**config.mk**
```make
export PLATFORM = sky130hd
export DESIGN_NAME = tile_map
export DESIGN_NICKNAME = d
export VERILOG_FILES = /design/src/snake_vga_pkg.sv /design/src/tile_map.sv
export SDC_FILE = /design/constraint.sdc
export NUM_CORES = 2
export LEC_CHECK = 0
export ABC_AREA = 1
export ABC_CLOCK_PERIOD_IN_PS = 2050
export BUFFER_PORTS_ARGS = -buffer_cell sky130_fd_sc_hd__buf_2
export CAP_MARGIN = 20
export CORE_ASPECT_RATIO = 2
export CORE_MARGIN = 3
export CORE_UTILIZATION = 40
export DETAILED_ROUTE_END_ITERATION = 8
export SYNTH_ARGS = -nofsm -noshare
export SYNTH_HDL_FRONTEND = slang
export SYNTH_SLANG_ARGS = --single-unit
```
**constraint.sdc**
```tcl
create_clock -name clk -period 2.05 [get_ports clk]
set_input_delay 0.205 -clock clk [delete_from_list [all_inputs] [get_ports clk]]
set_output_delay 0.205 -clock clk [all_outputs]
set_load 0.01 [all_outputs]
```
**src/snake_vga_pkg.sv**
```systemverilog
package snake_vga_pkg;

  // --------------------------------------------------------------------------
  // 640x480 timing, counted in 50 MHz clocks (two clocks per pixel)
  // --------------------------------------------------------------------------
  localparam logic [10:0] H_ACTIVE = 11'd1280;
  localparam logic [10:0] H_FRONT  = 11'd32;
  localparam logic [10:0] H_SYNC   = 11'd192;
  localparam logic [10:0] H_BACK   = 11'd96;
  localparam logic [10:0] H_TOTAL  = H_ACTIVE + H_FRONT + H_SYNC + H_BACK;

  // vertical, counted in lines
  localparam logic [9:0] V_ACTIVE = 10'd480;
  localparam logic [9:0] V_FRONT  = 10'd10;
  localparam logic [9:0] V_SYNC   = 10'd2;
  localparam logic [9:0] V_BACK   = 10'd33;
  localparam logic [9:0] V_TOTAL  = V_ACTIVE + V_FRONT + V_SYNC + V_BACK;

  // --------------------------------------------------------------------------
  // tile grid and sprite geometry
  // --------------------------------------------------------------------------
  localparam int TILE_COLS    = 40;
  localparam int TILE_ROWS    = 30;
  localparam int COL_W        = 6;
  localparam int ROW_W        = 5;
  localparam int MAP_DEPTH    = TILE_COLS * TILE_ROWS;
  localparam int MAP_AW       = 11;
  localparam int TILE_PIX     = 16;
  localparam int TILE_OFF_W   = $clog2(TILE_PIX);
  localparam int SPRITE_W     = 8;
  localparam int SPRITE_NUM   = 3;
  localparam int SPRITE_DEPTH = SPRITE_NUM * SPRITE_W * SPRITE_W;
  localparam int SPRITE_AW    = 8;
  // counter to colour, in clocks
  localparam int PIPE_DEPTH   = 3;

  // tile code minus one selects the sprite
  typedef enum logic [1:0] {
    tile_empty = 2'd0,
    tile_apple = 2'd1,
    tile_head  = 2'd2,
    tile_wall  = 2'd3
  } tile_kind_e;

  // host register map
  typedef enum logic [2:0] {
    reg_col  = 3'd0,
    reg_row  = 3'd1,
    reg_tile = 3'd2,
    reg_bg_r = 3'd3,
    reg_bg_g = 3'd4,
    reg_bg_b = 3'd5
  } reg_addr_e;

  typedef struct packed {
    logic [10:0] hcount;
    logic [9:0]  vcount;
  } vga_count_t;

  // all active low except pix_clk
  typedef struct packed {
    logic pix_clk;
    logic hs;
    logic vs;
    logic blank_n;
  } vga_sync_t;

  // sync state while idle or out of reset
  localparam vga_sync_t SYNC_IDLE = '{pix_clk: 1'b0, hs: 1'b1, vs: 1'b1, blank_n: 1'b0};

  typedef struct packed {
    logic       chipselect;
    logic       write;
    reg_addr_e  address;
    logic [7:0] writedata;
  } host_bus_t;

  typedef struct packed {
    logic              en;
    logic [MAP_AW-1:0] addr;
    tile_kind_e        kind;
  } map_write_t;

  typedef struct packed {
    logic [7:0] r;
    logic [7:0] g;
    logic [7:0] b;
  } rgb_t;

  // row-major tile address, row * 40 + col
  function automatic logic [MAP_AW-1:0] tile_index(input logic [COL_W-1:0] col,
                                                   input logic [ROW_W-1:0] row);
    logic [MAP_AW-1:0] row_ext;
    row_ext = MAP_AW'(row);
    return row_ext * MAP_AW'(TILE_COLS) + MAP_AW'(col);
  endfunction

endpackage

```
**src/tile_map.sv**
```systemverilog
`timescale 1ns/10ps

module tile_map
  import snake_vga_pkg::*;
(
  input  logic              clk,
  input  map_write_t        map_wr,
  input  logic [MAP_AW-1:0] rd_addr,
  output tile_kind_e        rd_kind
);

  // one entry per tile, row major
  tile_kind_e mem [MAP_DEPTH];

  // --------------------------------------------------------------------------
  // write port, from the writer
  // --------------------------------------------------------------------------
  always_ff @(posedge clk) begin
    if (map_wr.en) begin
      mem[map_wr.addr] <= map_wr.kind;
    end
  end

  // --------------------------------------------------------------------------
  // read port, one clock latency
  // --------------------------------------------------------------------------

  // renderer only asks for in-grid tiles
  always_ff @(posedge clk) begin
    rd_kind <= mem[rd_addr];
  end

endmodule

```
==> run_results.csv <==
group,metric,value,unit
status,status,"completed",
grt,gr-total-overflow,0,
sta,drv_slew,0,
routing,via_per_inst,5.746,
power,peakVddDrop,0.5988,mV
grt,grt_pass1_vias,73580,
yosys,async_reset_ff_share,0,%
sta,max_freq,501.8,MHz
setup_path,arrival,2.75,ns
clock_tree,post-cts-setup-buffers,0,
yosys,synth_mux_area_share,0,%
routing,totalWireLength,328.4,mm
sta,fin_worst_skew,0.06713,ns
floorplan,die_h,719.6,um
yosys,avgSynthCellArea,11.07,um^2
sta,fin_hold_ws,0.1007,ns
yosys,synth_nets,9224,
final_layout,finalNonFillerCells,12829,
power,clkPwrFrac,38.3,%
yosys,synth-simple-area-share,23.69,%
clock_tree,htree_num_levels,4,
final_layout,area_growth,15.45,%
setup_path,required,2.81,ns
grt,antenna_found_initial,9,
yosys,yosysWarnings,0,
sta,fin_crit,1.993,ns
yosys,netlist_instances,9198,
routing,drt-initial-drc-count,7525,
clock_tree,clock_sink_count,2402,
final_layout,fin_nets,9417,
yosys,synthTopCellsByArea,"edfxtp_1, nand3_1, nand2_1, nor2_1, buf_2",
power,sequentialPowerShare,54.2,%
routing,first_pass_iters,6,
yosys,synthAdderAreaFrac,0,%
power,p_leak,39.90,nW
flow_run,max_cap_viol_count,0,
floorplan,placeableCoreArea,253100,um^2
clock_tree,clockBufferDepth,4,
yosys,synth_top_family_by_area,"simple AND/OR/NAND/NOR gates",
routing,ant_nets,0,
sta,rsz0062_at_grt,"true",
clock_tree,clk_pin_slew,0.07,ns
sta,min_period_over_period,97.21,%
setup_path,crit_path_start_kind,"flop",
yosys,syn_area,101900,um^2
routing,drc,0,
yosys,synth_flop_cell,"edfxtp_1",
setup_path,worstSetupPathType,"flop to flop",
floorplan,die_area,261100,um^2
power,power.total,99.56,mW
yosys,synth_compound_area_share,1.662,%
grt,grt_max_degree,156,
power,p_int,77.01,mW
power,combinationalPowerShare,7.5,%
min_path,hp-class,"input port to flop",
yosys,ys_ff_latch,2402,
placement,dp_cells,12471,
placement,gp_congestion,0.8820,
yosys,synthDistinctLibCells,25,
power,power.net_switching,22.54,mW
sta,setup_viol,0,
sta,hold_viol_final,0,
yosys,yosysSeqAreaShare,70.80,%
yosys,yosysTopAreaCellShare,70.76,%
grt,grt_use_total,24.63,%
floorplan,io_pins,28,
floorplan,die_w,362.8,um
clock_tree,ctsRootBufferMaster,"clkbuf_16",
clock_tree,cts_tree,"built",
routing,wire_per_inst,25.60,um
setup_path,cp-end-kind,"flop",
placement,port_buffers,27,
yosys,synth-edff-count,2400,
power,p_per_area,846.6,nW/um^2
clock_tree,clock_latency,0.86,ns
floorplan,std_cell_rows,261,
placement,dp_slack,-0.8056,ns
yosys,yosysTopAreaCell,"edfxtp_1",
grt,grt_pass1_wl,476.0,mm
final_layout,drive_above_1_share,11.14,%
yosys,synthXorXnorAreaFrac,0,%
sta,relSlewSlack,53.22,%
placement,place_hpwl,208.5,mm
sta,worst_slew_pin_slew,0.7018,ns
power,netSwitchingFraction,22.64,%
floorplan,start_util,40.24,%
setup_path,worstPathMaxFanout,1,
sta,setup_slack,0.05728,ns
routing,via_count,73718,
clock_tree,numCtsBuffers,199,
[logic make-up (layout without fill, tap and decap cells)]
family / Yosys count / after routing
simple gates: 5712 / 5712
flops: 2402 / 2402
buf+inv: 777 / 1115
compound gates: 307 / 307
other cells: 0 / 6
[cell usage in the layout, fill, tap and decap left out, types with 6 or more instances in the layout]
cell,instances
nor3_1,37
diode_2,6
nand2_4,10
inv_1,26
nand3_1,2041
o221ai_1,8
clkbuf_1,33
clkinvlp_4,9
nand3_2,27
buf_4,444
clkbuf_16,203
o21ai_0,177
bufinv_16,21
nor2_1,1393
o21ai_1,24
o22ai_1,91
edfxtp_1,2400
buf_2,20
buf_12,252
clkinv_1,47
nand2_1,2173
clkinv_2,33
nand4_1,11
nand3_4,13
[state kept, by name, summed over array words and instances (netlist names)]
register,count
rd_kind,2
mem,2400
[stage by stage]
step	utilization [%]	setup TNS (ns)	cell area (um^2)
after global routing	46.46	-0.008345	117600
after CTS	46.41	0	117500
after floorplan	-	0	101900
after detailed placement	43.88	-5.108	111000
after global placement	43.88	-2.828	111000
final	46.46	0	117600
[repair_timing]
item                                   CTS  global route
pin swaps                                0             2
gates cloned                             0             1
endpoints found under the hold margin  123             0
gates resized for setup                 18            21
hold buffers                             5             0
setup endpoints to repair                2             2
[cell type report]
| class | count | area, um^2 |
|---|---|---|
| inverter | 39 | 196.4 |
| antenna | 6 | 15.01 |
| fill | 22727 | 135500 |
| clock inverter | 111 | 1087 |
| clock buffer | 235 | 5179 |
| sequential | 2402 | 72110 |
| tap | 3287 | 4113 |
| timing repair buffer | 730 | 8681 |
| multi-input combinational | 6019 | 26210 |
[Yosys cell counts, types with 4 or more instances]
library cell	number
edfxtp_1	2400
nand2_1	2188
nand3_1	2081
nor2_1	1393
clkbuf_1	270
buf_2	248
o21ai_0	177
buf_4	92
o22ai_1	91
buf_1	84
buf_6	42
nor3_1	38
inv_1	27
o21ai_1	24
nand4_1	11
o221ai_1	8
clkinv_1	6
inv_2	4
o211ai_1	4
[power by group through the flow]
stage	Sequential (mW)	Clock (mW)	Combinational, mW
6_report	54.0	38.1	7.45
5_1_grt	54.0	40.3	7.95
4_1_cts	54.0	38.6	7.38
3_5_place_dp	55.1	0	7.33
3_3_place_gp	55.1	0	7.26
2_1_floorplan	55.1	0	3.46
[worst max-delay path: stages, from the launching register on]
cell	delay, ns
edfxtp_1	0.38
nand2_1	0.08
nand3_1	0.07
nand3_1	0.09
nand3_1	0.12
nand3_1	0.15
nand3_2	0.25
nand3_1	0.21
nand2_1	0.07
nand2_1	0.06
nand2_1	0.06
nand2_2	0.14
nand3_1	0.09
nand3_1	0.08
nand2_1	0.06
[path summary, 6_finish.rpt]
path | from | to | slack [ns] | cells past startpoint
min | map_wr[13] | mem[599][0]$_DFFE_PP_ | 0.10 | 3
max | mem[247][1]$_DFFE_PP_ | rd_kind[1]$_DFF_P_ | 0.06 | 14
min reg2reg | mem[1136][0]$_DFFE_PP_ | rd_kind[0]$_DFF_P_ | 1.15 | 10
max reg2reg | mem[247][1]$_DFFE_PP_ | rd_kind[1]$_DFF_P_ | 0.06 | 14
[metal layers]
metal | GRT usage, % | wire length (um) | vias to the layer above
li1 | - | - | 32586
met1 | 27.59 | 113000 | 36996
met2 | 43.82 | 167500 | 3211
met3 | 3.018 | 22490 | 921
met4 | 16.23 | 25390 | 4
met5 | 0 | 27 | -
Note: power is estimated with default switching activity, not from simulation.
