File: src/snake_vga_pkg.sv
package snake_vga_pkg;

  // --------------------------------------------------------------------------
  // 640x480 timing, counted in 50 MHz clocks (two clocks per pixel)
  // --------------------------------------------------------------------------
  localparam logic [10:0] H_ACTIVE = 11'd1280;
  localparam logic [10:0] H_FRONT  = 11'd32;
  localparam logic [10:0] H_SYNC   = 11'd192;
  localparam logic [10:0] H_BACK   = 11'd96;
  localparam logic [10:0] H_TOTAL  = H_ACTIVE + H_FRONT + H_SYNC + H_BACK;

  // vertical, counted in lines
  localparam logic [9:0] V_ACTIVE = 10'd480;
  localparam logic [9:0] V_FRONT  = 10'd10;
  localparam logic [9:0] V_SYNC   = 10'd2;
  localparam logic [9:0] V_BACK   = 10'd33;
  localparam logic [9:0] V_TOTAL  = V_ACTIVE + V_FRONT + V_SYNC + V_BACK;

  // --------------------------------------------------------------------------
  // tile grid and sprite geometry
  // --------------------------------------------------------------------------
  localparam int TILE_COLS    = 40;
  localparam int TILE_ROWS    = 30;
  localparam int COL_W        = 6;
  localparam int ROW_W        = 5;
  localparam int MAP_DEPTH    = TILE_COLS * TILE_ROWS;
  localparam int MAP_AW       = 11;
  localparam int TILE_PIX     = 16;
  localparam int TILE_OFF_W   = $clog2(TILE_PIX);
  localparam int SPRITE_W     = 8;
  localparam int SPRITE_NUM   = 3;
  localparam int SPRITE_DEPTH = SPRITE_NUM * SPRITE_W * SPRITE_W;
  localparam int SPRITE_AW    = 8;
  // counter to colour, in clocks
  localparam int PIPE_DEPTH   = 3;

  // tile code minus one selects the sprite
  typedef enum logic [1:0] {
    tile_empty = 2'd0,
    tile_apple = 2'd1,
    tile_head  = 2'd2,
    tile_wall  = 2'd3
  } tile_kind_e;

  // host register map
  typedef enum logic [2:0] {
    reg_col  = 3'd0,
    reg_row  = 3'd1,
    reg_tile = 3'd2,
    reg_bg_r = 3'd3,
    reg_bg_g = 3'd4,
    reg_bg_b = 3'd5
  } reg_addr_e;

  typedef struct packed {
    logic [10:0] hcount;
    logic [9:0]  vcount;
  } vga_count_t;

  // all active low except pix_clk
  typedef struct packed {
    logic pix_clk;
    logic hs;
    logic vs;
    logic blank_n;
  } vga_sync_t;

  // sync state while idle or out of reset
  localparam vga_sync_t SYNC_IDLE = '{pix_clk: 1'b0, hs: 1'b1, vs: 1'b1, blank_n: 1'b0};

  typedef struct packed {
    logic       chipselect;
    logic       write;
    reg_addr_e  address;
    logic [7:0] writedata;
  } host_bus_t;

  typedef struct packed {
    logic              en;
    logic [MAP_AW-1:0] addr;
    tile_kind_e        kind;
  } map_write_t;

  typedef struct packed {
    logic [7:0] r;
    logic [7:0] g;
    logic [7:0] b;
  } rgb_t;

  // row-major tile address, row * 40 + col
  function automatic logic [MAP_AW-1:0] tile_index(input logic [COL_W-1:0] col,
                                                   input logic [ROW_W-1:0] row);
    logic [MAP_AW-1:0] row_ext;
    row_ext = MAP_AW'(row);
    return row_ext * MAP_AW'(TILE_COLS) + MAP_AW'(col);
  endfunction

endpackage

File: src/tile_renderer.sv
`timescale 1ns/10ps

module tile_renderer
  import snake_vga_pkg::*;
(
  input  logic                 clk,
  input  logic                 reset,
  input  vga_count_t           count,
  input  vga_sync_t            sync_in,
  input  rgb_t                 background,
  output logic [MAP_AW-1:0]    map_addr,
  input  tile_kind_e           map_kind,
  output logic [SPRITE_AW-1:0] sprite_addr,
  input  logic [15:0]          sprite_pixel,
  output rgb_t                 rgb,
  output vga_sync_t            sync_out
);

  // pixel position, hcount halved
  logic [9:0]              pix_x;
  logic [9:0]              pix_y;
  logic [9-TILE_OFF_W:0]   tile_col;
  logic [9-TILE_OFF_W:0]   tile_row;
  logic                    in_grid;
  logic                    on_border;

  // stage 1 registers
  logic                    s1_border;
  logic [TILE_OFF_W-1:0]   s1_off_x;
  logic [TILE_OFF_W-1:0]   s1_off_y;

  // stage 2
  tile_kind_e              s2_kind;
  logic [1:0]              s2_sprite;
  logic                    s2_bg;
  rgb_t                    sprite_rgb;

  // sync delay line, one entry per stage
  vga_sync_t               sync_pipe [PIPE_DEPTH];

  // --------------------------------------------------------------------------
  // stage 1: tile lookup
  // --------------------------------------------------------------------------
  assign pix_x    = count.hcount[10:1];
  assign pix_y    = count.vcount;
  assign tile_col = pix_x[9:TILE_OFF_W];
  assign tile_row = pix_y[9:TILE_OFF_W];

  // blanking area falls outside the grid
  assign in_grid   = (tile_col < TILE_COLS) && (tile_row < TILE_ROWS);
  assign on_border = in_grid && (tile_col == 0 || tile_col == TILE_COLS - 1 ||
                                 tile_row == 0 || tile_row == TILE_ROWS - 1);

  // off-grid reads go to tile 0, result unused
  assign map_addr = in_grid ?
                    tile_index(tile_col[COL_W-1:0], tile_row[ROW_W-1:0]) : '0;

  always_ff @(posedge clk) begin
    s1_border <= on_border;
    s1_off_x  <= pix_x[TILE_OFF_W-1:0];
    s1_off_y  <= pix_y[TILE_OFF_W-1:0];
  end

  // --------------------------------------------------------------------------
  // stage 2: kind select and sprite fetch
  // --------------------------------------------------------------------------
  // border overrides whatever the map holds
  assign s2_kind   = s1_border ? tile_wall : map_kind;
  assign s2_sprite = s2_kind - 2'd1;

  // each sprite pixel covers 2x2 screen pixels
  assign sprite_addr = (s2_kind == tile_empty) ? '0 :
                       {s2_sprite, s1_off_y[TILE_OFF_W-1:1], s1_off_x[TILE_OFF_W-1:1]};

  always_ff @(posedge clk) begin
    s2_bg <= s2_kind == tile_empty;
  end

  // --------------------------------------------------------------------------
  // stage 3: colour out
  // --------------------------------------------------------------------------

  // RGB565 widened with zero fill
  assign sprite_rgb = '{r: {sprite_pixel[15:11], 3'b000},
                        g: {sprite_pixel[10:5],  2'b00},
                        b: {sprite_pixel[4:0],   3'b000}};

  // blank_n taken one stage early so it lines up with rgb
  always_ff @(posedge clk or posedge reset) begin
    if (reset) begin
      rgb <= '0;
    end else if (!sync_pipe[PIPE_DEPTH-2].blank_n) begin
      rgb <= '0;
    end else if (s2_bg) begin
      rgb <= background;
    end else begin
      rgb <= sprite_rgb;
    end
  end

  // sync follows colour by the same PIPE_DEPTH clocks
  always_ff @(posedge clk or posedge reset) begin
    if (reset) begin
      for (int i = 0; i < PIPE_DEPTH; i++) begin
        sync_pipe[i] <= SYNC_IDLE;
      end
    end else begin
      sync_pipe[0] <= sync_in;
      for (int i = 1; i < PIPE_DEPTH; i++) begin
        sync_pipe[i] <= sync_pipe[i-1];
      end
    end
  end

  assign sync_out = sync_pipe[PIPE_DEPTH-1];

endmodule

File: config.mk
export PLATFORM = sky130hd
export DESIGN_NAME = tile_renderer
export DESIGN_NICKNAME = d
export VERILOG_FILES = /design/src/snake_vga_pkg.sv /design/src/tile_renderer.sv
export SDC_FILE = /design/constraint.sdc
export NUM_CORES = 1
export LEC_CHECK = 0
export BUFFER_PORTS_ARGS = -buffer_cell sky130_fd_sc_hd__buf_2
export CAP_MARGIN = 40
export CORE_UTILIZATION = 45
export CTS_BUF_LIST = sky130_fd_sc_hd__clkbuf_4 sky130_fd_sc_hd__clkbuf_8
export DETAILED_ROUTE_END_ITERATION = 16
export GPL_TIMING_DRIVEN = 0
export PLACE_DENSITY_LB_ADDON = 0.3
export SYNTH_ARGS = -nofsm -noshare
export SYNTH_HDL_FRONTEND = slang
export SYNTH_SLANG_ARGS = --single-unit
File: constraint.sdc
create_clock -name clk -period 3.6 [get_ports clk]
set_clock_uncertainty 0.05 [all_clocks]
set_input_delay 0.72 -clock clk [delete_from_list [all_inputs] [get_ports clk]]
set_output_delay 0.72 -clock clk [all_outputs]
set_load 0.005 [all_outputs]
==> results of run 1 <==
[synthesized netlist by cell type]
master / n / share of area
a21o_1: 3 / 0.012
a21o_2: 1 / 0.0045
a21oi_1: 3 / 0.0077
a221o_1: 1 / 0.0051
a221oi_1: 1 / 0.0045
and2_1: 4 / 0.013
and3_1: 9 / 0.029
and3_4: 1 / 0.0058
buf_2: 1 / 0.0026
buf_4: 4 / 0.015
clkbuf_1: 4 / 0.0077
dfrtp_1: 30 / 0.39
dfstp_2: 6 / 0.081
dfxtp_1: 8 / 0.082
fa_1: 2 / 0.021
ha_1: 9 / 0.058
inv_1: 7 / 0.013
mux2i_1: 17 / 0.087
nand2_1: 1 / 0.0019
nand4_1: 1 / 0.0032
nand4b_1: 1 / 0.0045
nor2_1: 5 / 0.0096
nor2b_1: 26 / 0.083
nor3_1: 2 / 0.0051
nor3b_1: 1 / 0.0039
nor4_1: 1 / 0.0032
o211ai_1: 1 / 0.0039
o21ai_0: 3 / 0.0077
o22ai_1: 1 / 0.0032
or2_0: 1 / 0.0032
or2_1: 1 / 0.0032
or3_1: 1 / 0.0032
or4_1: 1 / 0.0039
xnor2_1: 2 / 0.0090
xor2_1: 3 / 0.013
[repair_timing]
| item | in CTS | in global routing |
|---|---|---|
| setup endpoints to repair | 0 | 1 |
| gates resized for setup | 0 | 2 |
| hold endpoints to repair | 0 | 0 |
| setup buffers | 0 | 0 |
[per-layer routing]
metal,up-vias,share of wire
met4,0,0.0036
li1,783,-
met2,66,0.52
met1,710,0.41
met3,4,0.070
met5,-,0
[kinds of logic (layout without fill, tap and decap cells)]
kind of cell | count (synthesis) | count (layout) | share of synthesized area
AO/OA/AOI/OAI | 14 | 14 | 0.0482
multiplexers | 17 | 17 | 0.0873
buffers and inverters | 16 | 137 | 0.0392
adder cells (fa/ha/maj) | 11 | 11 | 0.0784
XOR/XNOR | 5 | 5 | 0.0225
AND/OR/NAND/NOR | 56 | 56 | 0.176
flip-flops | 44 | 44 | 0.548
[placed cells by master (no fill, tap or decap), drive strengths merged]
master and instances:
and3 10, or2 2, clkinv 1, xnor2 2
a221oi 1, o22ai 1, dfrtp 30, mux2i 17
clkbuf 10, ha 9, or4 1, o21ai 3
inv 7, dfxtp 8, or3 1, bufinv 1
a21oi 3, nor2 5, o211ai 1, xor2 3
fa 2, buf 118, nor2b 26, nor3 2
and2 4, nor3b 1, nand4 1, nand4b 1
a221o 1, nand2 1, nor4 1, a21o 4
dfstp 6
[flip-flops by register name (all words and copies together), names as in the netlist]
name / count
s1_off_y: 3
s2_bg: 1
sync_out: 4
s1_border: 1
rgb: 24
s1_off_x: 3
sync_pipe: 8
[cell type report]
class / count / area, sq um
clock inverter: 2 / 38.8
tap: 50 / 62.6
buffer: 9 / 50.0
timing repair buffer: 113 / 588
sequential: 44 / 1070
multi-input combinational: 103 / 813
clock buffer: 6 / 82.6
fill: 312 / 1360
inverter: 7 / 26.3
[power by group]
group          switching [W]  internal, W
Combinational      0.0000922     0.000102
Clock               0.000155     0.000227
Sequential        0.00000636     0.000520
[final timing paths]
path	from	end	slack (ps)	cells after the start
max	count[5]	map_addr[9]	170	10
min	sync_pipe[11]$_DFF_PP0_	sync_pipe[7]$_DFF_PP0_	300	0
max reg2reg	s2_bg$_DFF_P_	rgb[7]$_DFF_PP0_	2080	4
min reg2reg	sync_pipe[11]$_DFF_PP0_	sync_pipe[7]$_DFF_PP0_	300	0
max in group asynchronous	reset	rgb[14]$_DFF_PP0_	2560	3
min in group asynchronous	reset	rgb[9]$_DFF_PP0_	430	2
[stage by stage]
step	std cells	worst slack (ps)	power [W]	hold slack (ps)	utilization
global route	334	25.2	0.00117	308	0.668
detailed placement	326	120	0.000729	286	0.636
floorplan	163	506	0.000636	281	-
CTS	334	113	0.00111	304	0.666
global placement	325	161	0.000719	282	0.629
finish	334	169	0.00110	301	0.668
==> flow_summary.ini, run 1 <==
[yosys]
synth_warnings = 0
syn-num-nets = 243
ys_seq_area_frac = 0.548
synth_cell_types = 35
syn_area_sq_mm = 0.00195
ys_ff_latch = 44
avgSynthCellArea_sq_um = 12.0
syn_inst = 163

[setup_path]
required_ps = 2830
critPathKind = input pin to primary output
crit_path_cell_trace = buf_2, ha_1, ha_1, inv_1, fa_1, nor2b_2, o211ai_1, or2_0, mux2i_1, buf_2
end_kind = primary output
cp_slowest_cell = fa_1
path_buf_inv = 3
cp_top_family = adder cells
cp_max_fo = 6
worstPathArrival_ps = 2660
critPathMaxStageDelay_ps = 460
cp-start-kind = input pin

[route]
via_per_inst = 4.68
drc = 0
drt.antenna.violating_nets = 0
drt_pass1_iterations = 4
wl_um = 3880
drtIter0Drc = 35
avgRoutedWirePerCell_um = 11.6
vias = 1563

[clock_network]
cts_buffers = 5
cts_sinks = 44
clockBufferDepth = 2
clock-root-buffer = clkbuf_8
path_clk_slew_ps = 80
cts-htree-levels = 2
postCtsHoldBufs = 0
cts_tree = yes
clkLatencyLatePin_ps = 290

[die]
fp.dieH_um = 67.8
io_pins = 116
die_w_um = 67.8
coreArea_sq_mm = 0.00409
rows = 23
initial_core_util = 0.477
dieArea_sq_mm = 0.00460

[sta]
max_slew.worst_pin.slew_ps = 627
worst_slew_margin_rel = 0.579
fin_tns_setup_ps = 0
fin_crit_sh = 0.953
fin_crit_ps = 3430
rsz0062_at_grt = no
fmax_ghz = 0.291
hold_viol = 0
setup_violations = 0
drv_slew = 0

[grt]
grt_util_all_layers = 0.175
grt_max_degree = 24
grt_overflow = 0
grt_first_pass_wirelength_um = 5810
grt_util_met1 = 0.199
grt_pass1_vias = 1312
antenna_found_initial = 0
met2_usage = 0.308
grt_util_met3 = 0.0608
grt_most_used_layer = met2

[power]
p_leak_nw = 1.49
p_per_area_mw_per_mm2 = 404
irDropWorstVdd_v = 0.000334

[cells_and_area]
fin_nets = 363
drive_gt1_frac = 0.479
final_area_sq_mm = 0.00273
area_growth_syn_to_layout_pct = 40.1
diodes = 0

[place]
routabilityCongestion = 0.761
placed_area_sq_mm = 0.00260
portBuffers = 112
hpwl_um = 3160

[run_status]
status = finished, final reports clean

[min_path]
worstHoldPathType = flip-flop to flip-flop

[job]
max_cap_violations = 0
No activity file was read; power rests on OpenSTA's default activity.
==> run 2: changes to the inputs <==
- CELL_PAD_IN_SITES_DETAIL_PLACEMENT: default -> 1
- CELL_PAD_IN_SITES_GLOBAL_PLACEMENT: default -> 2
- CORE_UTILIZATION: 45 -> 26
==> flow_summary.ini, run 2 (same netlist as run 1, synthesis figures left out) <==
[run_status]
status = finished, final reports clean

[setup_path]
path_buf_inv = 3
crit_end = map_addr[9]
cp-start-kind = input pin
reg2reg_from = s2_bg$_DFF_P_
worst-path-stages = 10
reg2regPathDepth = 4
worstPathArrival_ps = 2650
required_ps = 2830
cp_slowest_cell = fa_1
critPathKind = input pin to primary output
cp_max_fo = 6
critPathMaxStageDelay_ps = 460
cp_top_family = adder cells
reg2reg_slack_ps = 2130
startpoint = count[5]
rr_endpoint = rgb[19]$_DFF_PP0_
crit_path_cell_trace = buf_2, ha_1, ha_1, inv_1, fa_1, nor2b_2, o211ai_1, or2_0, mux2i_1, buf_2
end_kind = primary output

[sta]
setup_violations = 0
max_slew.worst_pin.slew_ps = 748
hold_viol = 0
rsz0062_at_grt = no
worst_slew_margin_rel = 0.501
fin_hold_ws_ps = 306
fin_crit_ps = 3420
fin_tns_setup_ps = 0
fin_crit_sh = 0.950
fmax_ghz = 0.292
drv_slew = 0

[cells_and_area]
largest_reg_flops = 24
top_register = rgb
drive_gt1_frac = 0.479
mostFrequentLayoutCells = 113 x buf_2, 30 x dfrtp_1, 25 x nor2b_1
final_area_sq_mm = 0.00277
nFillCells = 876
final_common_cell = buf_2
area_growth_syn_to_layout_pct = 42.1
stdcell_count = 383
diodes = 0
fin_nets = 363

[die]
io_pins = 116
dieArea_sq_mm = 0.00784
coreArea_sq_mm = 0.00725
initial_core_util = 0.269
rows = 31
die_w_um = 88.6
fp.dieH_um = 88.6

[route]
via_per_inst = 4.20
drt.antenna.violating_nets = 0
drc = 0
drt_pass1_iterations = 4
vias = 1610
wl_um = 4900
avgRoutedWirePerCell_um = 12.8
drtIter0Drc = 23

[clock_network]
cts-htree-levels = 2
postCtsHoldBufs = 0
cts_tree = yes
path_clk_slew_ps = 80
clock-root-buffer = clkbuf_8
clockBufferDepth = 2
cts_sinks = 44
clkLatencyLatePin_ps = 280
cts_buffers = 5

[grt]
grt_max_degree = 20
grt_util_met1 = 0.169
met2_usage = 0.207
grt_util_all_layers = 0.128
grt_first_pass_wirelength_um = 7590
grt_overflow = 0
grt_pass1_vias = 1550
grt_most_used_layer = met2
grt_util_met3 = 0.0289
antenna_found_initial = 0

[place]
portBuffers = 112
hpwl_um = 4100
routabilityCongestion = 0.716
dp.cells = 375
placed_area_sq_mm = 0.00266

[power]
switchingPower_w = 0.000264
cellInternalPower_w = 0.000785
irDropWorstVdd_v = 0.000146
p_sw_frac = 0.252
p_leak_nw = 1.48
pwr-share-comb = 0.188
pwr-share-seq = 0.501
p_per_area_mw_per_mm2 = 379
clockPowerShare = 0.311

[job]
max_cap_violations = 0

[min_path]
worstHoldPathType = flip-flop to flip-flop
[run 2: cell types whose count changed in the layout (fill, tap and decap cells not counted)]
cell / delta
clkinv_4: -1
clkinvlp_4: +1
clkbuf_4: +1
bufinv_16: -1
[run 2: how the worst min path moves through the flow]
stage | depth (start not counted) | to | start
2_1_floorplan | 0 | sync_out[3]$_DFF_PP0_ | sync_pipe[7]$_DFF_PP0_
3_3_place_gp | 0 | sync_pipe[4]$_DFF_PP0_ | sync_pipe[8]$_DFF_PP0_
3_5_place_dp | 0 | sync_out[3]$_DFF_PP0_ | sync_pipe[7]$_DFF_PP0_
4_1_cts | 0 | sync_pipe[5]$_DFF_PP1_ | sync_pipe[9]$_DFF_PP1_
5_1_grt | 0 | sync_pipe[5]$_DFF_PP1_ | sync_pipe[9]$_DFF_PP1_
6_report | 0 | sync_pipe[5]$_DFF_PP1_ | sync_pipe[9]$_DFF_PP1_
[run 2: layout make-up]
class | count | area (sq um) | area share
Sequential cell | 44 | 1070 | 0.386
Multi-Input combinational cell | 103 | 813 | 0.294
Timing Repair Buffer | 113 | 588 | 0.212
Tap cell | 99 | 124 | 0.0448
Clock buffer | 7 | 90.1 | 0.0325
Buffer | 9 | 50.0 | 0.0181
Inverter | 7 | 26.3 | 0.00949
Clock inverter | 1 | 7.51 | 0.00271
[run 2: per-layer routing]
layer  vias up  wire length, um
li1        782                -
met1       773             2130
met2        51             2450
met3         4              248
met4         0               67
met5         -                0
[run 2: worst reg2reg max path, cell delays in order, from the launching register on]
cell and delay [ps]:
dfxtp_1 320, clkbuf_1 320, buf_2 380, mux2i_1 240, nor2b_1 60
[run 2: power groups by stage]
stage	clock network [W]	logic, W	registers [W]
after floorplan	0	0.0000978	0.000538
after global placement	0	0.000192	0.000536
after detailed placement	0	0.000199	0.000537
after CTS	0.000340	0.000200	0.000527
after global routing	0.000361	0.000224	0.000530
final	0.000326	0.000197	0.000526
[run 2: through the flow]
stage / worst slack, ps / power [W] / utilization
final: 180 / 0.00105 / 0.382
after global placement: 117 / 0.000728 / 0.363
after floorplan: 506 / 0.000636 / -
after detailed placement: 84.6 / 0.000736 / 0.367
after CTS: 78.9 / 0.00107 / 0.380
after global routing: 17.6 / 0.00111 / 0.382
[run 2: what timing repair did]
action                                  CTS  global route
setup buffers                             0             0
gates resized for setup                   0             2
endpoints found under the setup margin    0             1
