## config.mk

```make
export PLATFORM = sky130hd
export DESIGN_NAME = vga_timing
export DESIGN_NICKNAME = d
export VERILOG_FILES = /design/src/snake_vga_pkg.sv /design/src/vga_timing.sv
export SDC_FILE = /design/constraint.sdc
export NUM_CORES = 1
export LEC_CHECK = 0
export ABC_AREA = 0
export BUFFER_PORTS_ARGS = -buffer_cell sky130_fd_sc_hd__buf_2
export CORE_UTILIZATION = 57
export CTS_CLUSTER_DIAMETER = 40
export DETAILED_ROUTE_END_ITERATION = 8
export HOLD_SLACK_MARGIN = 0.06
export PLACE_DENSITY_LB_ADDON = 0.05
export SLEW_MARGIN = 20
export SYNTH_ARGS = -nofsm -noshare
export SYNTH_HDL_FRONTEND = slang
export SYNTH_SLANG_ARGS = --single-unit
```

## constraint.sdc

```tcl
create_clock -name clk -period 2.5 [get_ports clk]
set_input_delay 0.625 -clock clk [delete_from_list [all_inputs] [get_ports clk]]
set_output_delay 0.625 -clock clk [all_outputs]
set_load 0.05 [all_outputs]
```

## src/snake_vga_pkg.sv

```systemverilog
package snake_vga_pkg;

  // --------------------------------------------------------------------------
  // 640x480 timing, counted in 50 MHz clocks (two clocks per pixel)
  // --------------------------------------------------------------------------
  localparam logic [10:0] H_ACTIVE = 11'd1280;
  localparam logic [10:0] H_FRONT  = 11'd32;
  localparam logic [10:0] H_SYNC   = 11'd192;
  localparam logic [10:0] H_BACK   = 11'd96;
  localparam logic [10:0] H_TOTAL  = H_ACTIVE + H_FRONT + H_SYNC + H_BACK;

  // vertical, counted in lines
  localparam logic [9:0] V_ACTIVE = 10'd480;
  localparam logic [9:0] V_FRONT  = 10'd10;
  localparam logic [9:0] V_SYNC   = 10'd2;
  localparam logic [9:0] V_BACK   = 10'd33;
  localparam logic [9:0] V_TOTAL  = V_ACTIVE + V_FRONT + V_SYNC + V_BACK;

  // --------------------------------------------------------------------------
  // tile grid and sprite geometry
  // --------------------------------------------------------------------------
  localparam int TILE_COLS    = 40;
  localparam int TILE_ROWS    = 30;
  localparam int COL_W        = 6;
  localparam int ROW_W        = 5;
  localparam int MAP_DEPTH    = TILE_COLS * TILE_ROWS;
  localparam int MAP_AW       = 11;
  localparam int TILE_PIX     = 16;
  localparam int TILE_OFF_W   = $clog2(TILE_PIX);
  localparam int SPRITE_W     = 8;
  localparam int SPRITE_NUM   = 3;
  localparam int SPRITE_DEPTH = SPRITE_NUM * SPRITE_W * SPRITE_W;
  localparam int SPRITE_AW    = 8;
  // counter to colour, in clocks
  localparam int PIPE_DEPTH   = 3;

  // tile code minus one selects the sprite
  typedef enum logic [1:0] {
    tile_empty = 2'd0,
    tile_apple = 2'd1,
    tile_head  = 2'd2,
    tile_wall  = 2'd3
  } tile_kind_e;

  // host register map
  typedef enum logic [2:0] {
    reg_col  = 3'd0,
    reg_row  = 3'd1,
    reg_tile = 3'd2,
    reg_bg_r = 3'd3,
    reg_bg_g = 3'd4,
    reg_bg_b = 3'd5
  } reg_addr_e;

  typedef struct packed {
    logic [10:0] hcount;
    logic [9:0]  vcount;
  } vga_count_t;

  // all active low except pix_clk
  typedef struct packed {
    logic pix_clk;
    logic hs;
    logic vs;
    logic blank_n;
  } vga_sync_t;

  // sync state while idle or out of reset
  localparam vga_sync_t SYNC_IDLE = '{pix_clk: 1'b0, hs: 1'b1, vs: 1'b1, blank_n: 1'b0};

  typedef struct packed {
    logic       chipselect;
    logic       write;
    reg_addr_e  address;
    logic [7:0] writedata;
  } host_bus_t;

  typedef struct packed {
    logic              en;
    logic [MAP_AW-1:0] addr;
    tile_kind_e        kind;
  } map_write_t;

  typedef struct packed {
    logic [7:0] r;
    logic [7:0] g;
    logic [7:0] b;
  } rgb_t;

  // row-major tile address, row * 40 + col
  function automatic logic [MAP_AW-1:0] tile_index(input logic [COL_W-1:0] col,
                                                   input logic [ROW_W-1:0] row);
    logic [MAP_AW-1:0] row_ext;
    row_ext = MAP_AW'(row);
    return row_ext * MAP_AW'(TILE_COLS) + MAP_AW'(col);
  endfunction

endpackage

```

## src/vga_timing.sv

```systemverilog
`timescale 1ns/10ps

module vga_timing
  import snake_vga_pkg::*;
(
  input  logic       clk,
  input  logic       reset,
  output vga_count_t count,
  output vga_sync_t  sync
);

  logic end_of_line;
  logic end_of_field;
  logic hs_active;
  logic vs_active;

  // --------------------------------------------------------------------------
  // line and field counters
  // --------------------------------------------------------------------------

  // last clock of the line, 1599
  assign end_of_line  = count.hcount == H_TOTAL - 11'd1;
  // last line of the field, 524
  assign end_of_field = count.vcount == V_TOTAL - 10'd1;

  // hcount runs every clock
  always_ff @(posedge clk or posedge reset) begin
    if (reset) begin
      count.hcount <= '0;
    end else if (end_of_line) begin
      count.hcount <= '0;
    end else begin
      count.hcount <= count.hcount + 11'd1;
    end
  end

  // vcount steps once per line
  always_ff @(posedge clk or posedge reset) begin
    if (reset) begin
      count.vcount <= '0;
    end else if (end_of_line) begin
      if (end_of_field) begin
        count.vcount <= '0;
      end else begin
        count.vcount <= count.vcount + 10'd1;
      end
    end
  end

  // --------------------------------------------------------------------------
  // sync and blank decode
  // --------------------------------------------------------------------------

  // hsync pulse after front porch, 1312 to 1503
  assign hs_active = (count.hcount >= H_ACTIVE + H_FRONT) &&
                     (count.hcount <  H_ACTIVE + H_FRONT + H_SYNC);

  // vsync pulse on lines 490 and 491
  assign vs_active = (count.vcount >= V_ACTIVE + V_FRONT) &&
                     (count.vcount <  V_ACTIVE + V_FRONT + V_SYNC);

  assign sync.hs      = !hs_active;
  assign sync.vs      = !vs_active;
  // visible only inside both active windows
  assign sync.blank_n = (count.hcount < H_ACTIVE) && (count.vcount < V_ACTIVE);
  // 25 MHz pixel clock, rising edge mid-pixel
  assign sync.pix_clk = count.hcount[0];

endmodule
```

==> summary.md, run 1 <==
| Metric | Value |
|---|---|
| Via density | roughly 5.7 |
| Final Max Slew Viols | 0 |
| Clock transition at path regs | 0.11 ns |
| Setup TNS | 0 ns |
| Routability congestion estimate | 0.815 |
| CP max-delay cell | dfrtp_1 |
| Async SR Flop Fraction | between 90% and 100% |
| Largest net degree at the start of global routing | 22 |
| Commonest non-fill, non-tap cell in the layout | buf_2 |
| Post-CTS Hold Buffers | 0 |
| Mapped Cells | 120 |
| Cell area after synthesis | between 1000 and 1500 µm² |
| Drt total wl | between 2 and 2.5 mm |
| Most frequent cells in the layout | buf_2, dfrtp_1, nand3_1, nand2_1, inv_1 |
| TritonCTS clock tree | yes |
| RSZ-0062 raised after global routing | no |
| Number of synthesized register bits | 21 |
| DR pass1 iterations | 4 |
| All-Layer GR Usage | approximately 23% |
| Nature of the critical path endpoint | output pin |
| Fin. Hold Viols | 0 |
| Die area | about 2300 µm² |
| Core region area | just under 2000 µm² |
| Antenna Nets Post-Route | 0 |
| WS Path Type | flop to output pin |
| Largest register FFs | 21 |
| Mean post-synth cell area | between 10 and 15 µm² |
| Max-cap check violation count | 0 |
| Largest Register | count |
| Synth cell types | 36 |
| Layout Nets | about 150 |
| Wire per inst | approximately 14 µm |
| Number of buffers created by CTS | 3 |
| Synth warn | 0 |
| DRC marker count from the first detailed-route iteration | 23 |
| GR Overflow Total | 0 |
| Critical Path AT | between 1.5 and 2 ns |
| Status | finished clean |
| First-pass GRT wire length | approximately 3.7 mm |
| Max Fclk | about 0.41 GHz |
| Setup violations, final | 0 |
| CP cell instances | and3_2 -> or4_1 -> buf_2 |
| Die Height | 48.1 µm |
| Cell Rows | 16 |
| Worst Clk Skew | about 0.0030 ns |
| Power Density | approximately 380 nW/µm² |
| Slew @ Worst Pin | 0.795 ns |
| Clock Latency Late Sink | roughly 0.29 ns |
| Number of buffers inserted by port buffering | 26 |
| Clk root buf | clkbuf_4 |
| Hpwl dp | around 1.8 mm |
| Final min period | 2.41 ns |
| CTS max path bufs | 2 |
| Postcts setup bufs | 0 |
| Top flop regs | count: 21 flops |
| Share of cells above drive strength 1 | between 20% and 30% |
| Layout area overhead | 11.2% |
| Max VDD drop | between 0.3 and 0.4 mV |
| Number of remaining DRC errors | 0 |
| Most used flip-flop cell after synthesis | dfrtp_1 |
| Synth Net Count | 127 |
| Startpoint types | flop |
| Vias in the first global route | between 700 and 800 |
| Diodes inserted | 0 |
| Final period util | a little over nine tenths |
| Sequential-to-total area share from yosys stat | about 43% |
| Worst stage delay on the critical path | 0.53 ns |
| Fill count | roughly 150 |
| # resized after CTS | 0 |
| EDFF count, synth | 0 |
| CP Max Fanout | 10 |
| Clock sink count | 21 |
| Worst Path Required | between 1.5 and 2 ns |
| Power Total | about 510 µW |
| Vias | around 960 |
| Htree depth | 1 |
| Die Wd | between 40 and 50 µm |
| # IOs | 27 |
| Initial antenna violation count | 0 |
| Initial Util | between 60% and 70% |
| Pleak | about 0.00065 µW |
| Slew Limit Headroom | a little under half |
| Type of the worst min-delay path | primary input to asynchronous set/reset pin |
power by group:
part           switching, µW  internal [µW]  total [µW]
logic                   6.50          0.627        7.13
clock network           99.0           62.0         161
registers                  0            340         340
worst max-delay path, delay by kind of cell (launching register included):
family	cells	cell delay, ns
flip-flops	1	0.53
AND/OR/NAND/NOR	2	0.74
buffers and inverters	1	0.22
stage by stage:
step | util [%] | cells | hold WS [ns] | setup slack (ns) | area [µm²]
4_1_cts | 67.8 | 170 | 0.481 | 0.0812 | 1340
6_report | 67.8 | 170 | 0.458 | 0.0860 | 1340
3_5_place_dp | 66.5 | 166 | 0.502 | 0.416 | 1320
5_1_grt | 67.8 | 170 | 0.511 | 0.0293 | 1340
3_3_place_gp | 66.5 | 166 | 0.493 | 0.466 | 1320
2_1_floorplan | - | 120 | 0.602 | 0.0349 | 1210
synth_stat cells (all sizes together) (2+ instances only):
cell	n	area [µm²]
dfrtp	21	526
nand3	12	60.1
nand2	8	37.5
inv	7	26.3
and3	6	40.0
nor2	6	22.5
nor3	6	30.0
o21ai	6	30.0
xnor2	6	52.6
buf	5	45.0
ha	5	62.6
xor2	5	43.8
nand4	4	40.0
and2	3	20.0
a21oi	2	10.0
a31oi	2	12.5
clkbuf	2	10.0
nor4b	2	32.5
o31ai	2	20.0
logic make-up after synthesis:
group	Yosys count	synth area share, %
AOI/OAI and AO/OA	17	9.73
buffers and inverters	14	6.73
adders and majority gates	5	5.18
DFF	21	43.5
muxes	1	0.828
xor gates and xnor gates	11	7.97
and+or+nand+nor	51	26.1
path summary, 6_finish.rpt:
| check | slack [ns] | depth (start not counted) | start | to |
|---|---|---|---|---|
| min in group clk | 0.52 | 1 | count[7]$_DFFE_PP0N_ | count[7]$_DFFE_PP0N_ |
| max reg2reg | 0.57 | 4 | count[16]$_DFF_PP0_ | count[6]$_DFFE_PP0N_ |
| max | 0.09 | 3 | count[16]$_DFF_PP0_ | sync[2] |
| min reg2reg | 0.52 | 1 | count[7]$_DFFE_PP0N_ | count[7]$_DFFE_PP0N_ |
| max in group asynchronous | 1.55 | 2 | reset | count[7]$_DFFE_PP0N_ |
| min | 0.46 | 2 | reset | count[2]$_DFFE_PP0N_ |
layout make-up:
cell class / instances / area (µm²) / share of cell area, %
clock buffer: 4 / 26.3 / 1.96
inverter: 7 / 26.3 / 1.96
multi-input combinational: 85 / 602 / 44.8
sequential: 21 / 526 / 39.1
tap: 27 / 33.8 / 2.51
timing repair buffer: 26 / 130 / 9.68
metal layers:
layer | part of all wire (%) | wire length (µm) | up-vias | track usage (%)
li1 | - | - | 477 | -
met1 | 48 | 1170 | 464 | 32.9
met2 | 48 | 1160 | 22 | 35.7
met3 | 3.9 | 95 | 0 | 4.53
met4 | 0 | 0 | 0 | 5.00
met5 | 0 | 0 | - | 0
Power figures use the tool's default switching activity.
==> run 2: changes to the inputs <==
--- a/config.mk
+++ b/config.mk
@@ -11,6 +11,7 @@
 export CTS_CLUSTER_DIAMETER = 40
 export DETAILED_ROUTE_END_ITERATION = 8
 export HOLD_SLACK_MARGIN = 0.06
+export MAX_ROUTING_LAYER = met4
 export PLACE_DENSITY_LB_ADDON = 0.05
 export SLEW_MARGIN = 20
 export SYNTH_ARGS = -nofsm -noshare
==> summary.md, run 2 (same netlist as run 1, synthesis figures left out) <==
| Metric | Value |
|---|---|
| Status | finished clean |
| Type of the worst min-delay path | primary input to asynchronous set/reset pin |
| Largest Register | count |
| Setup TNS | 0 ns (unchanged) |
| Placement Cell Area | 1320 µm² (unchanged) |
| CP max-delay cell | dfrtp_1 |
| Reg2reg setup slack | 0.56 ns (about the same) |
| Vias in the first global route | 801 (+0.63%) |
| Vias | 970 (+0.73%) |
| Clk root buf | clkbuf_4 |
| Via density | 5.71 (+0.73%) |
| Largest register FFs | 21 (unchanged) |
| # resized after CTS | 0 (unchanged) |
| Hpwl dp | 1.75 mm (unchanged) |
| Number of buffers created by CTS | 3 (unchanged) |
| Wire per inst | 14.3 µm (+0.33%) |
| DR pass1 iterations | 4 (unchanged) |
| Fill count | 148 (unchanged) |
| Htree depth | 1 (unchanged) |
| DRC marker count from the first detailed-route iteration | 22 (-4.3%) |
| Multi-input logic area | 602 µm² (unchanged) |
| Antenna Nets Post-Route | 0 (unchanged) |
| Commonest non-fill, non-tap cell in the layout | buf_2 |
| Largest net degree at the start of global routing | 22 (unchanged) |
| Core region area | 1980 µm² (unchanged) |
| Drt total wl | 2.43 mm (+0.33%) |
| Startpoint types | flop |
| Initial antenna violation count | 0 (unchanged) |
| # IOs | 27 (unchanged) |
| Final Max Slew Viols | 0 (unchanged) |
| All-Layer GR Usage | 23.6% (+0.66 points) |
| First-pass GRT wire length | 3.64 mm (-0.38%) |
| Die Height | 48.1 µm (unchanged) |
| Kind of cell adding the most delay to the critical path | simple AND/OR/NAND/NOR gates |
| Diodes inserted | 0 (unchanged) |
| Final period util | 96.8% (+0.23 points) |
| Setup violations, final | 0 (unchanged) |
| Postcts setup bufs | 0 (unchanged) |
| Number of buffers inserted by port buffering | 26 (unchanged) |
| Slew @ Worst Pin | 0.795 ns (-0.000212 ns) |
| Clock sink count | 21 (unchanged) |
| Share of cells above drive strength 1 | 25.2% (unchanged) |
| Post-CTS Hold Buffers | 0 (unchanged) |
| CP cell instances | and3_2 -> or4_1 -> buf_2 |
| Max Fclk | 0.413 GHz (-0.24%) |
| Worst stage delay on the critical path | 0.53 ns (about the same) |
| Clock Latency Late Sink | 0.29 ns (about the same) |
| Final Cell Area | 1340 µm² (unchanged) |
| Die area | 2310 µm² (unchanged) |
| RR Endpoint | count[6]$_DFFE_PP0N_ |
| Pleak | 0.000652 µW (unchanged) |
| Power Density | 378 nW/µm² (about the same) |
| Nature of the critical path endpoint | output pin |
| Cell Rows | 16 (unchanged) |
| Reg area | 526 µm² (unchanged) |
| TritonCTS clock tree | yes |
| Number of remaining DRC errors | 0 (unchanged) |
| Worst Clk Skew | 0.00274 ns (-0.000239 ns) |
| Clock transition at path regs | 0.11 ns (about the same) |
| GR Overflow Total | 0 (unchanged) |
| Fin. Hold Viols | 0 (unchanged) |
| Buf/Inv on CP | 1 (unchanged) |
| Most frequent cells in the layout | buf_2, dfrtp_1, nand3_1, nand2_1, inv_1 |
| Routability congestion estimate | 0.827 (+1.5%) |
| Layout Nets | 151 (unchanged) |
| CTS max path bufs | 2 (unchanged) |
| WS Path Type | flop to output pin |
| Die Wd | 48.1 µm (unchanged) |
| Layout area overhead | 11.2% (unchanged) |
| Final min period | 2.42 ns (+0.00573 ns) |
| FF-to-FF path depth | 4 (unchanged) |
| R2R Path Start | count[16]$_DFF_PP0_ |
| Worst Path Required | 1.88 ns (about the same) |
| RSZ-0062 raised after global routing | no |
| Slew Limit Headroom | 47.0% (about the same) |
| Initial Util | 61.0% (unchanged) |
| Top flop regs | count: 21 flops |
| Max VDD drop | 0.320 mV (about the same) |
| Max-cap check violation count | 0 (unchanged) |
| Critical Path AT | 1.79 ns (about the same) |
| CP Max Fanout | 10 (unchanged) |
[run 2: cell counts in the layout (fill, tap and decap cells not counted)]
Identical to the previous run, type by type.
[run 2: cell type report]
class	instances	share of cell area [%]
Inverter	7	1.96
Multi-Input combinational cell	85	44.8
Tap cell	27	2.51
Sequential cell	21	39.1
Clock buffer	4	1.96
Timing Repair Buffer	26	9.68
[run 2: per-stage QoR]
| stage | hold slack, ns | utilization (%) | instances | total power [µW] | worst slack, ns |
|---|---|---|---|---|---|
| finish | 0.457 | 67.8 | 170 | 508 | 0.0803 |
| floorplan | 0.602 | - | 120 | 351 | 0.0349 |
| CTS | 0.481 | 67.8 | 170 | 517 | 0.0812 |
| global route | 0.511 | 67.8 | 170 | 533 | 0.0293 |
| detailed placement | 0.502 | 66.5 | 166 | 354 | 0.416 |
| global placement | 0.493 | 66.5 | 166 | 354 | 0.466 |
[run 2: where the power goes]
group          switching [µW]  internal (µW)  leakage (µW)
sequential                  0            340      0.000279
clock                    98.8           62.0     0.0000150
combinational            6.50          0.627      0.000358
[run 2: per-layer routing]
metal	share of wire [%]	vias to the layer above	GRT usage [%]
li1	-	477	-
met1	48	467	32.5
met2	48	26	35.9
met3	4.1	0	4.53
met4	0	0	5.00
met5	0	-	-
[run 2: worst max path at each step]
| stage | start | slack, ns | depth (start not counted) | to |
|---|---|---|---|---|
| floorplan | count[0]$_DFFE_PP0N_ | 0.03 | 3 | sync[1] |
| global placement | count[16]$_DFF_PP0_ | 0.47 | 3 | sync[2] |
| detailed placement | count[16]$_DFF_PP0_ | 0.42 | 3 | sync[2] |
| CTS | count[16]$_DFF_PP0_ | 0.08 | 3 | sync[2] |
| global route | count[16]$_DFF_PP0_ | 0.03 | 3 | sync[2] |
| finish | count[16]$_DFF_PP0_ | 0.08 | 3 | sync[2] |
[run 2: worst register-to-register path: stages, from the launching register on]
cell and delay, ns:
dfrtp_1 0.53, nor4b_4 0.44, and4_1 0.52, nand4_1 0.18
xnor2_1 0.16
==> run 3: changes to the inputs <==
--- a/config.mk
+++ b/config.mk
@@ -7,12 +7,15 @@
 export LEC_CHECK = 0
 export ABC_AREA = 0
 export BUFFER_PORTS_ARGS = -buffer_cell sky130_fd_sc_hd__buf_2
+export CORE_MARGIN = 2
 export CORE_UTILIZATION = 57
 export CTS_CLUSTER_DIAMETER = 40
 export DETAILED_ROUTE_END_ITERATION = 8
 export HOLD_SLACK_MARGIN = 0.06
 export MAX_ROUTING_LAYER = met4
 export PLACE_DENSITY_LB_ADDON = 0.05
+export RECOVER_POWER = 50
+export REMOVE_ABC_BUFFERS = 1
 export SLEW_MARGIN = 20
 export SYNTH_ARGS = -nofsm -noshare
 export SYNTH_HDL_FRONTEND = slang
==> summary.md, run 3 (same netlist as run 1, synthesis figures left out) <==
| Metric | Value |
|---|---|
| Setup TNS | 0 ns (unchanged) |
| DR pass1 iterations | 4 (unchanged) |
| R2R Path Start | count[16]$_DFF_PP0_ |
| Slew Limit Headroom | 47.8% (+0.83 points) |
| Routability congestion estimate | 0.862 (+4.1%) |
| Number of buffers inserted by port buffering | 26 (unchanged) |
| Fill count | 166 (+12%) |
| Critical Path AT | 1.74 ns (-0.05 ns) |
| Setup violations, final | 0 (unchanged) |
| Worst Clk Skew | 0.00113 ns (-0.00161 ns) |
| CTS max path bufs | 2 (unchanged) |
| Final period util | 94.6% (-2.2 points) |
| Die Wd | 50.1 µm (+4.2%) |
| Number of remaining DRC errors | 0 (unchanged) |
| Layout area overhead | 9.52% |
| Largest register FFs | 21 (unchanged) |
| Die Height | 50.1 µm (+4.2%) |
| Largest net degree at the start of global routing | 22 (unchanged) |
| Fin. Hold Viols | 0 (unchanged) |
| RR Endpoint | count[8]$_DFFE_PP0N_ |
| Clock transition at path regs | 0.12 ns (about the same) |
| Layout Nets | 151 (unchanged) |
| FF-to-FF path depth | 4 (unchanged) |
| Final Cell Area | 1320 µm² (-1.5%) |
| Commonest non-fill, non-tap cell in the layout | buf_2 |
| Hpwl dp | 1.69 mm (-3.3%) |
| Diodes inserted | 0 (unchanged) |
| Die area | 2510 µm² (+8.5%) |
| Final WS setup | 0.135 ns (+0.0548 ns) |
| First-pass GRT wire length | 4.08 mm (+12%) |
| Htree depth | 1 (unchanged) |
| Placement Cell Area | 1320 µm² (unchanged) |
| TritonCTS clock tree | yes |
| Wire per inst | 13.9 µm (-2.5%) |
| Clock Latency Late Sink | 0.31 ns (+0.02 ns) |
| Vias | 966 (-0.41%) |
| Top flop regs | count: 21 flops |
| # IOs | 27 (unchanged) |
| CP Max Fanout | 9 (-1) |
| Final Max Slew Viols | 0 (unchanged) |
| Most frequent cells in the layout | buf_2, dfrtp_1, nand3_1, nand2_1, inv_1 |
| Clock sink count | 21 (unchanged) |
| CP cell instances | and3_2 -> or4_1 -> buf_2 |
| Max-cap check violation count | 0 (unchanged) |
| Final core utilization | 66.8% (-1.0 points) |
| Worst stage delay on the critical path | 0.49 ns (-0.04 ns) |
| Largest Register | count |
| Clk root buf | clkbuf_4 |
| Max Fclk | 0.423 GHz (+2.3%) |
| Worst Path Required | 1.88 ns (about the same) |
| Startpoint types | flop |
| GR Overflow Total | 0 (unchanged) |
| Initial Util | 61.0% (unchanged) |
| Slew @ Worst Pin | 0.782 ns (-0.0124 ns) |
| Final min period | 2.36 ns (-0.0548 ns) |
| Max VDD drop | 0.336 mV (+5.2%) |
| Antenna Nets Post-Route | 0 (unchanged) |
| DRC marker count from the first detailed-route iteration | 24 (+9.1%) |
| RSZ-0062 raised after global routing | no |
| Nature of the critical path endpoint | output pin |
| Initial antenna violation count | 0 (unchanged) |
| Drt total wl | 2.37 mm (-2.5%) |
| Share of cells above drive strength 1 | 21.7% (-3.5 points) |
| Core region area | 1980 µm² (unchanged) |
| Cell Rows | 16 (unchanged) |
| Multi-input logic area | 587 µm² (-2.5%) |
| Type of the worst min-delay path | primary input to asynchronous set/reset pin |
| Pleak | 0.000635 µW (-2.6%) |
| CP max-delay cell | dfrtp_1 |
| Pre-CTS WS | 0.451 ns (+0.0353 ns) |
| Reg2reg setup slack | 0.23 ns (-0.33 ns) |
| Number of buffers created by CTS | 3 (unchanged) |
| All-Layer GR Usage | 22.6% (-0.96 points) |
| Status | finished clean |
| Reg area | 526 µm² (unchanged) |
| Postcts setup bufs | 0 (unchanged) |
| Vias in the first global route | 869 (+8.5%) |
| Power Density | 390 nW/µm² (+3.1%) |
| # resized after CTS | 0 (unchanged) |
| WS Path Type | flop to output pin |
| Via density | 5.68 (-0.41%) |
| Post-CTS Hold Buffers | 0 (unchanged) |
run 3: cell count changes in the layout (fill, tap and decap cells not counted), sizes merged:
| cell | before | now |
|---|---|---|
| buf | 26 | 22 |
| clkbuf | 4 | 8 |
run 3: metal layers:
layer / global-route usage (%) / vias to the layer above / share of wire, %
met4: 12.5 / 0 / 2.2
met5: - / - / 0
met3: 3.94 / 5 / 4.5
met2: 31.4 / 28 / 44
met1: 31.2 / 461 / 50
li1: - / 472 / -
run 3: area by class of cell:
class	count	area share (%)
tap	27	2.55
multi-input combinational	85	44.3
clock buffer	4	1.98
sequential	21	39.7
timing repair buffer	26	9.45
inverter	7	1.98
run 3: how the worst max path moves through the flow:
stage / start / endpoint / slack, ns / cells after the start
floorplan: count[0]$_DFFE_PP0N_ / sync[1] / 0.03 / 3
global placement: count[16]$_DFF_PP0_ / sync[2] / 0.48 / 3
detailed placement: count[16]$_DFF_PP0_ / sync[2] / 0.45 / 3
CTS: count[16]$_DFF_PP0_ / sync[2] / 0.09 / 3
global route: count[16]$_DFF_PP0_ / sync[2] / 0.05 / 3
finish: count[17]$_DFF_PP0_ / sync[2] / 0.14 / 3
run 3: critical path: cells and delay by family (launching register included):
kind / cells / cell delay, ns
simple gates: 2 / 0.72
flops: 1 / 0.49
buf+inv: 1 / 0.22
run 3: through the flow:
step,power (µW),hold slack [ns],std cells
3_3_place_gp,354,0.494,166
2_1_floorplan,351,0.602,113
5_1_grt,537,0.513,170
3_5_place_dp,354,0.520,166
6_report,516,0.438,170
4_1_cts,522,0.461,170
run 3: report_power, final:
group | internal [µW] | switching [µW]
combinational | 0.627 | 6.40
sequential | 340 | 0
clock | 62.3 | 107
